## config.mk

```make
export PLATFORM = sky130hd
export DESIGN_NAME = simd_stream_top
export DESIGN_NICKNAME = d
export VERILOG_FILES = /design/src/source/simd_pkg.sv /design/src/source/lane_bus_if.sv /design/src/source/agu.sv /design/src/source/simd_lane.sv /design/src/source/simd_array.sv /design/src/source/stream_ctrl.sv /design/src/source/result_bank.sv /design/src/source/simd_stream_top.sv
export SDC_FILE = /design/constraint.sdc
export NUM_CORES = 2
export LEC_CHECK = 0
export BUFFER_PORTS_ARGS = -buffer_cell sky130_fd_sc_hd__buf_2
export CELL_PAD_IN_SITES_DETAIL_PLACEMENT = 1
export CELL_PAD_IN_SITES_GLOBAL_PLACEMENT = 1
export CORE_UTILIZATION = 39
export DETAILED_ROUTE_END_ITERATION = 8
export GPL_ROUTABILITY_DRIVEN = 0
export PLACE_DENSITY_LB_ADDON = 0.2
export SYNTH_ARGS = -nofsm -noshare
export SYNTH_HDL_FRONTEND = slang
export SYNTH_SLANG_ARGS = --single-unit
```

## constraint.sdc

```tcl
create_clock -name clk -period 16.5 [get_ports clk]
set_clock_uncertainty 0.05 [all_clocks]
set_input_delay 0.825 -clock clk [delete_from_list [all_inputs] [get_ports clk]]
set_output_delay 0.825 -clock clk [all_outputs]
set_load 0.02 [all_outputs]
```

## src/source/simd_pkg.sv

```systemverilog
package simd_pkg;

    // ========================================================================
    // array geometry
    // ========================================================================

    // default lane count, overridden from the top level
    localparam int CORENUM = 4;

    // stream index width
    localparam int IDX_W = $clog2(CORENUM);

    // ========================================================================
    // data widths
    // ========================================================================

    // per-lane operand from the command
    localparam int OPND_W = 16;

    // accumulator and output word
    localparam int WORD_W = 32;

    // step count of a command, zero runs one step
    typedef logic [7:0] len_t;

endpackage

```

## src/source/lane_bus_if.sv

```systemverilog
`default_nettype none

interface lane_bus_if;

    import simd_pkg::*;

    // broadcast control, same for every lane
    logic clear;
    logic step;
    len_t k;
    logic fin;

    // sequencer side
    modport seq (output clear, output step, output k, output fin);

    // lane side, read only
    modport lane (input clear, input step, input k, input fin);

endinterface

`default_nettype wire

```

## src/source/agu.sv

```systemverilog
`default_nettype none

module agu #(
    parameter int W = 2
) (
    input  logic         clk,
    input  logic         rst,
    input  logic [W-1:0] ini,
    input  logic [W-1:0] fin,
    input  logic         start,
    input  logic         en,
    output logic [W-1:0] data,
    output logic         last
);

    // counter is live between start and the fin step
    logic running;

    always_ff @(posedge clk) begin
        if (rst) begin
            running <= 1'b0;
            data    <= '0;
        end else if (start) begin
            // restart from ini, even mid-run
            running <= 1'b1;
            data    <= ini;
        end else if (running && en) begin
            // stop on the fin step, data stays at fin
            if (data == fin) begin
                running <= 1'b0;
            end else begin
                data <= data + W'(1);
            end
        end
    end

    // final index flag
    assign last = running && (data == fin);

    // index never runs past fin
    a_data_in_range : assert property (@(posedge clk) disable iff (rst)
        running |-> (data <= fin));

endmodule

`default_nettype wire

```

## src/source/simd_lane.sv

```systemverilog
`default_nettype none

module simd_lane (
    input  logic                        clk,
    input  logic                        rst,
    lane_bus_if.lane                    bus,
    input  logic [simd_pkg::OPND_W-1:0] operand,
    output logic                        last,
    output logic [simd_pkg::WORD_W-1:0] result
);

    import simd_pkg::*;

    // running sum of operand * k
    logic [WORD_W-1:0] acc;
    // product of this step
    logic [WORD_W-1:0] prod;
    // store pending, one cycle after fin
    logic              store_d;

    assign prod = WORD_W'(operand) * WORD_W'(bus.k);

    // ========================================================================
    // accumulate
    // ========================================================================

    always_ff @(posedge clk) begin
        if (bus.clear) begin
            acc <= '0;
        end else if (bus.step) begin
            acc <= acc + prod;
        end
    end

    // last instruction flag, same cycle as the final step
    assign last = bus.fin;

    // ========================================================================
    // delayed store
    // ========================================================================

    always_ff @(posedge clk) begin
        if (rst) begin
            store_d <= 1'b0;
        end else begin
            store_d <= bus.fin;
        end
    end

    // acc already holds the final sum here
    always_ff @(posedge clk) begin
        if (store_d) begin
            result <= acc;
        end
    end

    // sequencer never overlaps clear and step
    a_clear_step_excl : assert property (@(posedge clk) disable iff (rst)
        !(bus.clear && bus.step));

endmodule

`default_nettype wire

```

## src/source/simd_array.sv

```systemverilog
`default_nettype none

module simd_array #(
    parameter int CORENUM = simd_pkg::CORENUM
) (
    input  logic                                        clk,
    input  logic                                        rst,
    input  logic                                        cmd_valid,
    input  simd_pkg::len_t                              cmd_len,
    input  logic [CORENUM*simd_pkg::OPND_W-1:0]         cmd_operands,
    output logic [CORENUM-1:0]                          last,
    output logic [CORENUM-1:0][simd_pkg::WORD_W-1:0]    results
);

    import simd_pkg::*;

    // ========================================================================
    // shared step sequencer
    // ========================================================================

    logic                           busy;
    logic                           seq_clear;
    logic                           seq_step;
    len_t                           seq_k;
    len_t                           len_q;
    logic [CORENUM-1:0][OPND_W-1:0] opnd_q;

    lane_bus_if bus ();

    // fin rides on the step where k reaches the count
    assign bus.clear = seq_clear;
    assign bus.step  = seq_step;
    assign bus.k     = seq_k;
    assign bus.fin   = seq_step && (seq_k == len_q);

    always_ff @(posedge clk) begin
        if (rst) begin
            busy      <= 1'b0;
            seq_clear <= 1'b0;
            seq_step  <= 1'b0;
            seq_k     <= '0;
            len_q     <= '0;
        end else if (!busy) begin
            // accept only when idle, no queue
            if (cmd_valid) begin
                busy      <= 1'b1;
                seq_clear <= 1'b1;
                seq_k     <= '0;
                len_q     <= (cmd_len == '0) ? len_t'(1) : cmd_len;
            end
        end else if (seq_clear) begin
            // first step right after clear
            seq_clear <= 1'b0;
            seq_step  <= 1'b1;
            seq_k     <= len_t'(1);
        end else if (bus.fin) begin
            seq_step <= 1'b0;
            busy     <= 1'b0;
        end else begin
            seq_k <= seq_k + len_t'(1);
        end
    end

    // operands held for the whole program
    always_ff @(posedge clk) begin
        if (!busy && cmd_valid) begin
            opnd_q <= cmd_operands;
        end
    end

    // ========================================================================
    // lanes
    // ========================================================================

    for (genvar i = 0; i < CORENUM; i++) begin : g_lane
        simd_lane u_lane (
            .clk     (clk),
            .rst     (rst),
            .bus     (bus.lane),
            .operand (opnd_q[i]),
            .last    (last[i]),
            .result  (results[i])
        );
    end

endmodule

`default_nettype wire

```

## src/source/stream_ctrl.sv

```systemverilog
`default_nettype none

module stream_ctrl #(
    parameter int CORENUM = simd_pkg::CORENUM,
    parameter int IDX_W   = simd_pkg::IDX_W
) (
    input  logic               clk,
    input  logic               rst,
    input  logic [CORENUM-1:0] last,
    input  logic               dst_ready,
    output logic               dst_valid,
    output logic               dst_last,
    output logic               stream_v,
    output logic [IDX_W-1:0]   stream_i
);

    // flow
    // last -> last_n -> last_nn -> stream_ok -> stream_active -> dst_valid
    //                   last_keep              agu start          dst_last

    logic last_n;
    logic last_nn;
    logic last_keep;
    logic stream_ok;
    logic stream_active;
    logic last_stream;

    // ========================================================================
    // last event
    // ========================================================================

    // two cycles so the delayed lane stores have landed
    always_ff @(posedge clk) begin
        if (rst) begin
            last_n  <= 1'b0;
            last_nn <= 1'b0;
        end else begin
            last_n  <= |last;
            last_nn <= last_n;
        end
    end

    // event seen while dst_ready low, hold it
    always_ff @(posedge clk) begin
        if (rst) begin
            last_keep <= 1'b0;
        end else if (stream_ok) begin
            // consumed, nothing to keep
            last_keep <= 1'b0;
        end else if (last_nn) begin
            last_keep <= 1'b1;
        end
    end

    // trigger, fresh or kept event
    assign stream_ok = (last_nn || last_keep) && dst_ready;

    // ========================================================================
    // stream phase
    // ========================================================================

    // high from stream_ok until the final index is issued
    always_ff @(posedge clk) begin
        if (rst) begin
            stream_active <= 1'b0;
        end else if (dst_ready && last_stream) begin
            stream_active <= 1'b0;
        end else if (stream_ok) begin
            stream_active <= 1'b1;
        end
    end

    // lane index, frozen by back-pressure
    agu #(
        .W (IDX_W)
    ) u_agu_stream_i (
        .clk   (clk),
        .rst   (rst),
        .ini   ('0),
        .fin   (IDX_W'(CORENUM - 1)),
        .start (stream_ok),
        .en    (dst_ready),
        .data  (stream_i),
        .last  (last_stream)
    );

    // result bank loads on this
    assign stream_v = dst_ready && stream_active;

    // ========================================================================
    // output flags
    // ========================================================================

    // registered, one ready cycle behind the index
    always_ff @(posedge clk) begin
        if (rst) begin
            dst_valid <= 1'b0;
            dst_last  <= 1'b0;
        end else if (dst_ready) begin
            dst_valid <= stream_active;
            dst_last  <= stream_active && last_stream;
        end
    end

    // new last event never lands on a running stream
    a_no_event_mid_stream : assert property (@(posedge clk) disable iff (rst)
        last_nn |-> !stream_active);

endmodule

`default_nettype wire

```

## src/source/result_bank.sv

```systemverilog
`default_nettype none

module result_bank #(
    parameter int CORENUM = simd_pkg::CORENUM,
    parameter int IDX_W   = simd_pkg::IDX_W
) (
    input  logic                                     clk,
    input  logic                                     rst,
    input  logic                                     stream_v,
    input  logic [IDX_W-1:0]                         stream_i,
    input  logic [CORENUM-1:0][simd_pkg::WORD_W-1:0] results,
    output logic [simd_pkg::WORD_W-1:0]              dst_data
);

    import simd_pkg::*;

    // lane word at the current index
    logic [WORD_W-1:0] sel_word;

    assign sel_word = results[stream_i];

    // ========================================================================
    // output data register
    // ========================================================================

    // loads in the same cycle as dst_valid, so both line up
    // holds under back-pressure
    always_ff @(posedge clk) begin
        if (rst) begin
            dst_data <= '0;
        end else if (stream_v) begin
            dst_data <= sel_word;
        end
    end

endmodule

`default_nettype wire

```

## src/source/simd_stream_top.sv

```systemverilog
`default_nettype none

module simd_stream_top #(
    parameter int CORENUM = simd_pkg::CORENUM,
    parameter int IDX_W   = simd_pkg::IDX_W
) (
    input  logic                                clk,
    input  logic                                rst,
    // command strobe
    input  logic                                cmd_valid,
    input  simd_pkg::len_t                      cmd_len,
    input  logic [CORENUM*simd_pkg::OPND_W-1:0] cmd_operands,
    // result stream
    input  logic                                dst_ready,
    output logic                                dst_valid,
    output logic                                dst_last,
    output logic [simd_pkg::WORD_W-1:0]         dst_data
);

    import simd_pkg::*;

    logic [CORENUM-1:0]             lane_last;
    logic [CORENUM-1:0][WORD_W-1:0] lane_results;
    logic                           stream_v;
    logic [IDX_W-1:0]               stream_i;

    // ========================================================================
    // lanes and sequencer
    // ========================================================================

    simd_array #(
        .CORENUM (CORENUM)
    ) u_array (
        .clk          (clk),
        .rst          (rst),
        .cmd_valid    (cmd_valid),
        .cmd_len      (cmd_len),
        .cmd_operands (cmd_operands),
        .last         (lane_last),
        .results      (lane_results)
    );

    // ========================================================================
    // output stream
    // ========================================================================

    stream_ctrl #(
        .CORENUM (CORENUM),
        .IDX_W   (IDX_W)
    ) u_stream_ctrl (
        .clk       (clk),
        .rst       (rst),
        .last      (lane_last),
        .dst_ready (dst_ready),
        .dst_valid (dst_valid),
        .dst_last  (dst_last),
        .stream_v  (stream_v),
        .stream_i  (stream_i)
    );

    // data path, one word per lane
    result_bank #(
        .CORENUM (CORENUM),
        .IDX_W   (IDX_W)
    ) u_result_bank (
        .clk      (clk),
        .rst      (rst),
        .stream_v (stream_v),
        .stream_i (stream_i),
        .results  (lane_results),
        .dst_data (dst_data)
    );

endmodule

`default_nettype wire

```

Word-level counts from Yosys, hierarchy flattened
Index checks and enable logic that the tools add are counted.
{"block": "word_totals", "regBits": 380, "in_bits": 76, "output_inout_bits": 34, "elab_cells": 81}
{"block": "classes", "add_sub_neg": 6, "mul": 4, "order_cmp": 1, "n_eq_ne": 3, "muxes": 16, "n_bitwise": 2, "reduce_logical": 23}
{"cell": "$add A32 B24 Y32", "n": 4}
{"cell": "$mul A16 B8 Y24", "n": 4}
{"cell": "$bmux W32 S2", "n": 1}
{"cell": "$mux W8", "n": 5}
{"cell": "$mux W32", "n": 1}
{"cell": "$reduce_and A2 Y1", "n": 5}
{"cell": "$mux W1", "n": 9}
{"cell": "$add A8 B1 Y8 const B", "n": 1}
{"cell": "$eq A8 B8 Y1", "n": 1}
{"cell": "$logic_and A1 B1 Y1", "n": 8}
{"cell": "$logic_not A8 Y1", "n": 1}
{"cell": "$reduce_bool A2 Y1", "n": 4}
{"cell": "$reduce_or A2 Y1", "n": 3}
{"cell": "$lt A2 B3 Y1 const B", "n": 1}
{"cell": "$ne A3 B3 Y1 const B", "n": 1}
{"cell": "$add A2 B1 Y2 const B", "n": 1}
{"cell": "$eq A2 B2 Y1 const B", "n": 1}
{"cell": "$not A1 Y1", "n": 2}
{"cell": "$logic_not A1 Y1", "n": 1}
{"cell": "$logic_or A1 B1 Y1", "n": 1}

Logic depth before layout (Yosys ltp)
{"block": "depth", "ltp_word": 5, "ltp_mapped": 23, "ltp_nobuf": 19}

By module
A second synthesis with hierarchy kept.
{"block": "unflattened", "cells_unflattened": 3522, "area_unflattened_um2": 34499.3}
{"mod": "simd_lane (u_array.g_lane[3].u_lane)", "n_inst": 1, "cells_per_inst": 821, "area_per_inst_um2": 7464.7, "seq_area_each_um2": 1621.6}
{"mod": "simd_lane (u_array.g_lane[2].u_lane)", "n_inst": 1, "cells_per_inst": 772, "area_per_inst_um2": 7211.9, "seq_area_each_um2": 1621.6}
{"mod": "simd_lane (u_array.g_lane[1].u_lane)", "n_inst": 1, "cells_per_inst": 765, "area_per_inst_um2": 7200.7, "seq_area_each_um2": 1621.6}
{"mod": "simd_lane (u_array.g_lane[0].u_lane)", "n_inst": 1, "cells_per_inst": 752, "area_per_inst_um2": 7130.6, "seq_area_each_um2": 1621.6}
{"mod": "simd_array", "n_inst": 1, "cells_per_inst": 181, "area_per_inst_um2": 2906.5, "seq_area_each_um2": 2302.2}
{"mod": "result_bank", "n_inst": 1, "cells_per_inst": 182, "area_per_inst_um2": 2165.8, "seq_area_each_um2": 640.6}
{"mod": "stream_ctrl", "n_inst": 1, "cells_per_inst": 22, "area_per_inst_um2": 210.2, "seq_area_each_um2": 120.1}
{"mod": "agu", "n_inst": 1, "cells_per_inst": 27, "area_per_inst_um2": 209.0, "seq_area_each_um2": 60.1}

Worst setup path before layout
Ideal clock, no wire load.
{"block": "synth_path", "path_type": "register -> register", "startpoint": "reg u_array.seq_k[0] (netlist: u_array.bus.k[0])", "endpoint": "reg u_array.g_lane[0].u_lane.acc[27]", "setup_ns": 0.121, "arrival_time_ns": 5.212, "required_ns": 16.329, "setup_slack_ns": 11.117, "path_stages_with_launch": 21, "n_path_buf": 3, "period_less_slack_ns": 5.383, "path_cell_list": "dfxtp_1 -> clkbuf_1 -> clkbuf_1 -> clkbuf_1 -> nand2_1 -> fa_1 -> inv_1 -> fa_1 -> fa_1 -> inv_1 -> fa_1 -> inv_1 -> ha_1 -> and3_1 -> o2111ai_1 -> a21oi_2 -> o41ai_2 -> a211o_1 -> a211o_1 -> a21oi_1 -> mux2_2"}
{"block": "synth_between", "elab_chain_cells": 2}
{"element": "from (decl)", "line_no": "simd_array.sv:24", "text": "len_t seq_k;"}
{"element": "from (signal assigned)", "line_no": "simd_array.sv:55", "text": "seq_k <= len_t'(1);"}
{"element": "from (signal assigned)", "line_no": "simd_array.sv:60", "text": "seq_k <= seq_k + len_t'(1);"}
{"element": "$mul A16 B8 Y24", "line_no": "simd_lane.sv:21", "text": "assign prod = WORD_W'(operand) * WORD_W'(bus.k);"}
{"element": "$add A32 B24 Y32", "line_no": "simd_lane.sv:31", "text": "acc <= acc + prod;"}
{"element": "to (signal assigned)", "line_no": "simd_lane.sv:31"}
{"element": "to (decl)", "line_no": "simd_lane.sv:15", "text": "logic [WORD_W-1:0] acc;"}
No other way between the ends.
A chain may end at the register's enable or synchronous reset.

Final worst setup path
{"block": "layout_path", "startpoint": "reg u_array.seq_k[1] (netlist: u_array.bus.k[1])", "endpoint": "reg u_array.g_lane[2].u_lane.acc[20]"}
{"block": "layout_between", "elab_chain_cells": 2}
{"element": "$mul A16 B8 Y24", "line_no": "simd_lane.sv:21"}
{"element": "$add A32 B24 Y32", "line_no": "simd_lane.sv:31"}
{"element": "to (signal assigned)", "line_no": "simd_lane.sv:31"}
{"element": "to (decl)", "line_no": "simd_lane.sv:15"}
No other way between the ends.

==> results by group <==
Setup path
  – Family with the most delay on the worst path: adder cells
  – Sum of buffers and inverters on the critical path: 4
  – R2R depth: 18
  – Crit path DAT: 6.67 ns
  – Critical path startpoint: u_array.bus.k[1]
  – Worst Path Max Fanout: 38
  – Critical path launch point type: flop
  – Crit. End Element: flop
  – Max stage delay on crit path: 0.87 ns
  – Cells along the critical path: buf_4 > nand2_1 > fa_1 > inv_1 > fa_1 > inv_1 > fa_1 > fa_1 > inv_1 > ha_1 > a21o_1 > a21oi_1 > a21oi_1 > a221oi_4 > o21bai_2 > a311oi_2 > nor3_1 > a211o_1
  – Worst path required time: 16.94 ns
  – Critical path class: flop to flop
  – RR Endpoint: u_array.g_lane[2].u_lane.acc[20]
  – CP Depth: 18
  – Register-to-Register Setup Slack: 10.27 ns
  – Most used cell, CP: fa_1
  – Worst r2r src: u_array.bus.k[1]
  – CP max stage cell: dfxtp_2
  – Critical path destination: u_array.g_lane[2].u_lane.acc[20]

Logic synthesis
  – Post-Synthesis Net Count: 4129
  – Post-synthesis simple-gate area fraction: 0.158
  – Share of the synthesized area in the top cell type: 0.255
  – Sequential area share after synthesis: 0.286
  – Post-Synth Adder-Cell Area: 0.329
  – Top FF cell, synth: edfxtp_1
  – Post-synth EDFFs: 192
  – Count of cell types in the netlist: 78
  – Multiplexer area fraction after synthesis: 0.0384
  – XOR/XNOR Fraction of Synth Area: 0.0184
  – Post-synth ARST share: 0
  – Mapped Area: 33300 sq um
  – Syn Inst Count: 3431
  – Synth area leaders: fa_1 (25%), edfxtp_1 (17%), dfxtp_1 (11%)
  – Main combinational cell family by area after synthesis: adder cells
  – Yosys warns: 0
  – Compound-Gate Fraction of Synth Area: 0.0797
  – Cell taking the most area after synthesis: fa_1
  – Avg Inst Size Synth: 9.72 sq um
  – FF+latch count, synth: 380

Clock tree
  – # clock sinks: 380
  – CTS root buffer: clkbuf_16
  – H-Tree Depth: 2
  – Cells resized by post-CTS repair: 0
  – Max Root-Sink Buffers: 3
  – CTS tree: done
  – TritonCTS Buffers: 48
  – CTS Hold Bufs: 0
  – Clk_lat worst skew: 0.60 ns
  – Total setup buffers inserted after CTS: 0
  – Reg clk slew, reported paths: 0.06 ns

Timing
  – Fin Setup TNS: 0 ns
  – RSZ-0062 raised after global routing: false
  – Count of final setup violators: 0
  – Max-Slew Margin vs Limit: 0.363
  – Final period utilization: 0.378
  – Hold Vio Cnt, Final: 0
  – Min cycle time layout: 6.23 ns
  – Max Transition Viols Final: 0
  – Worst Hold Slack: 0.348 ns
  – Fmax: 0.160 GHz
  – Slew @ Worst Pin: 0.947 ns

Floorplanning
  – Die height: 294 um
  – Die Area: 86700 sq um
  – Chip Width: 294 um
  – Row count: 106
  – Core area: 84100 sq um
  – I/O pin cnt: 110
  – Initial Util: 0.397

Route
  – Initial DRC count: 1193
  – Via count: 23600
  – Post-Route WL: 94400 um
  – Drt drc: 0
  – Metal2 WL: 45000 um
  – Met3 routed WL: 3510 um
  – Avg Vias per Cell: 5.08
  – DR top layer: met4
  – Metal-1 WL: 43300 um
  – ANT nets after route: 0
  – Routed wire per std cell: 20.3 um
  – Number of detailed-route iterations in the first pass: 6

GRT
  – Largest net degree at the start of global routing: 78
  – Vias in the first global route: 25600
  – Initial antenna violation count: 8
  – Global Route Usage Sum: 0.225
  – GR Overflow Total: 0
  – Global-route wire length before repair: 150000 um

Hold path
  – Class of the tightest hold or removal check: input port to flop

Finish
  – Number of fill cells in the layout: 9603
  – Area grow syn2layout: 9.70%
  – Nets: 4167
  – Layout cell share with drive strength beyond 1: 0.0801

Placement
  – Port Buffer Count: 109
  – Hpwl dp: 72000 um

Pwr
  – Leak pwr: 17.2 nW
  – Worst VDD drop: 92.1 uV
  – Pwr Density: 66.3 nW/um^2

Outcome
  – Status: finished, final reports clean

Job
  – Max Cap Viol: 0
-- cells in the mapped netlist, drive strengths merged, types with 14 or more instances --
cell    count
a21o       51
a21oi     149
a31oi      17
and2      341
and3       18
buf        22
clkbuf    121
dfxtp     188
edfxtp    192
fa        424
ha        198
inv       660
mux2i      47
mux4       32
nand2     368
nand3      53
nand4      23
nor2      152
nor2b      25
nor3       27
o211ai     15
o21ai      71
or3        14
xnor2      25
xor2       45
-- worst reg2reg max path: cells and delay by family (launching register included) --
kind / cells / cell delay (ns)
flops: 1 / 0.87
simple gates: 2 / 0.23
compound gates: 7 / 1.88
buf+inv: 4 / 0.78
fa+ha+maj: 5 / 2.33
-- registers in the layout, summed over array words and instances (netlist names) --
name	count
u_array.len_q	8
u_stream_ctrl.dst_last	1
u_stream_ctrl.last_keep	1
u_result_bank.dst_data	32
u_array.g_lane.u_lane.acc	128
u_array.opnd_q	64
u_array.bus.k	8
u_stream_ctrl.last_n	1
u_stream_ctrl.last_nn	1
u_array.busy	1
u_stream_ctrl.stream_active	1
u_stream_ctrl.u_agu_stream_i.running	1
u_array.bus.step	1
u_array.bus.clear	1
u_array.g_lane.u_lane.result	128
u_stream_ctrl.dst_valid	1
u_stream_ctrl.u_agu_stream_i.data	2
-- cell type report --
cell class,count,area [sq um],share of cell area
clock inverters,22,219,0.00599
clock buffers,68,1410,0.0386
inverters,661,2480,0.0679
repair buffers,131,711,0.0194
well taps,1134,1420,0.0388
flip-flops and latches,380,9550,0.261
multi-input cells,2247,20800,0.568
diodes,1,2.50,0.0000684
-- through the flow --
step           worst slack (ns)  std cells  total power [mW]  utilization  instance area (sq um)
2_1_floorplan             11.12       3431              1.25            -                  33300
3_3_place_gp              10.38       4553              1.35        0.416                  35000
3_5_place_dp              10.20       4553              1.36        0.416                  35000
4_1_cts                   10.17       4643              2.47        0.435                  36600
5_1_grt                    9.90       4643              2.53        0.435                  36600
6_report                  10.27       4644              2.43        0.435                  36600
-- kinds of logic after synthesis --
kind of cell             count (synthesis)
buffers and inverters                  804
AO/OA/AOI/OAI                          408
multiplexers                            87
adder cells (fa/ha/maj)                622
XOR/XNOR                                70
flip-flops                             380
AND/OR/NAND/NOR                       1060
-- layer usage --
| layer | up-vias | global-route usage |
|---|---|---|
| met5 | - | 0 |
| met4 | 0 | 0.0631 |
| met3 | 118 | 0.0262 |
| met2 | 406 | 0.377 |
| met1 | 12100 | 0.307 |
| li1 | 11000 | - |
-- report_power, final --
group,switching (mW),internal [mW]
clock,0.448,0.646
sequential,0.0593,1.02
combinational,0.160,0.0922
total,0.667,1.76
-- cell usage in the layout (no fill, tap or decap), types with 25 or more instances in the layout --
master,netlist,layout
xnor2_1,25,25
nor2_1,152,150
fa_1,424,424
nand2_1,368,368
nor2b_1,25,25
mux4_2,32,32
ha_1,198,198
nor3_1,27,27
clkbuf_16,0,52
mux2i_1,47,47
inv_1,660,660
o21ai_0,68,68
a21o_1,51,51
edfxtp_1,192,192
xor2_1,45,45
dfxtp_1,188,176
nand3_1,53,53
a21oi_1,148,148
buf_2,13,109
and2_1,341,341
-- worst min-delay path by stage --
stage / start / endpoint / slack, ns / depth (start not counted)
2_1_floorplan: u_array.g_lane[0].u_lane.acc[30] / u_array.g_lane[0].u_lane.result[30] / 0.36 / 0
3_3_place_gp: u_array.g_lane[3].u_lane.acc[31] / u_array.g_lane[3].u_lane.result[31] / 0.38 / 0
3_5_place_dp: u_array.g_lane[2].u_lane.acc[11] / u_array.g_lane[2].u_lane.result[11] / 0.39 / 0
4_1_cts: cmd_operands[19] / u_array.opnd_q[19] / 0.31 / 1
5_1_grt: cmd_operands[20] / u_array.opnd_q[20] / 0.32 / 1
6_report: cmd_operands[25] / u_array.opnd_q[25] / 0.35 / 1
Power figures use the tool's default switching activity.
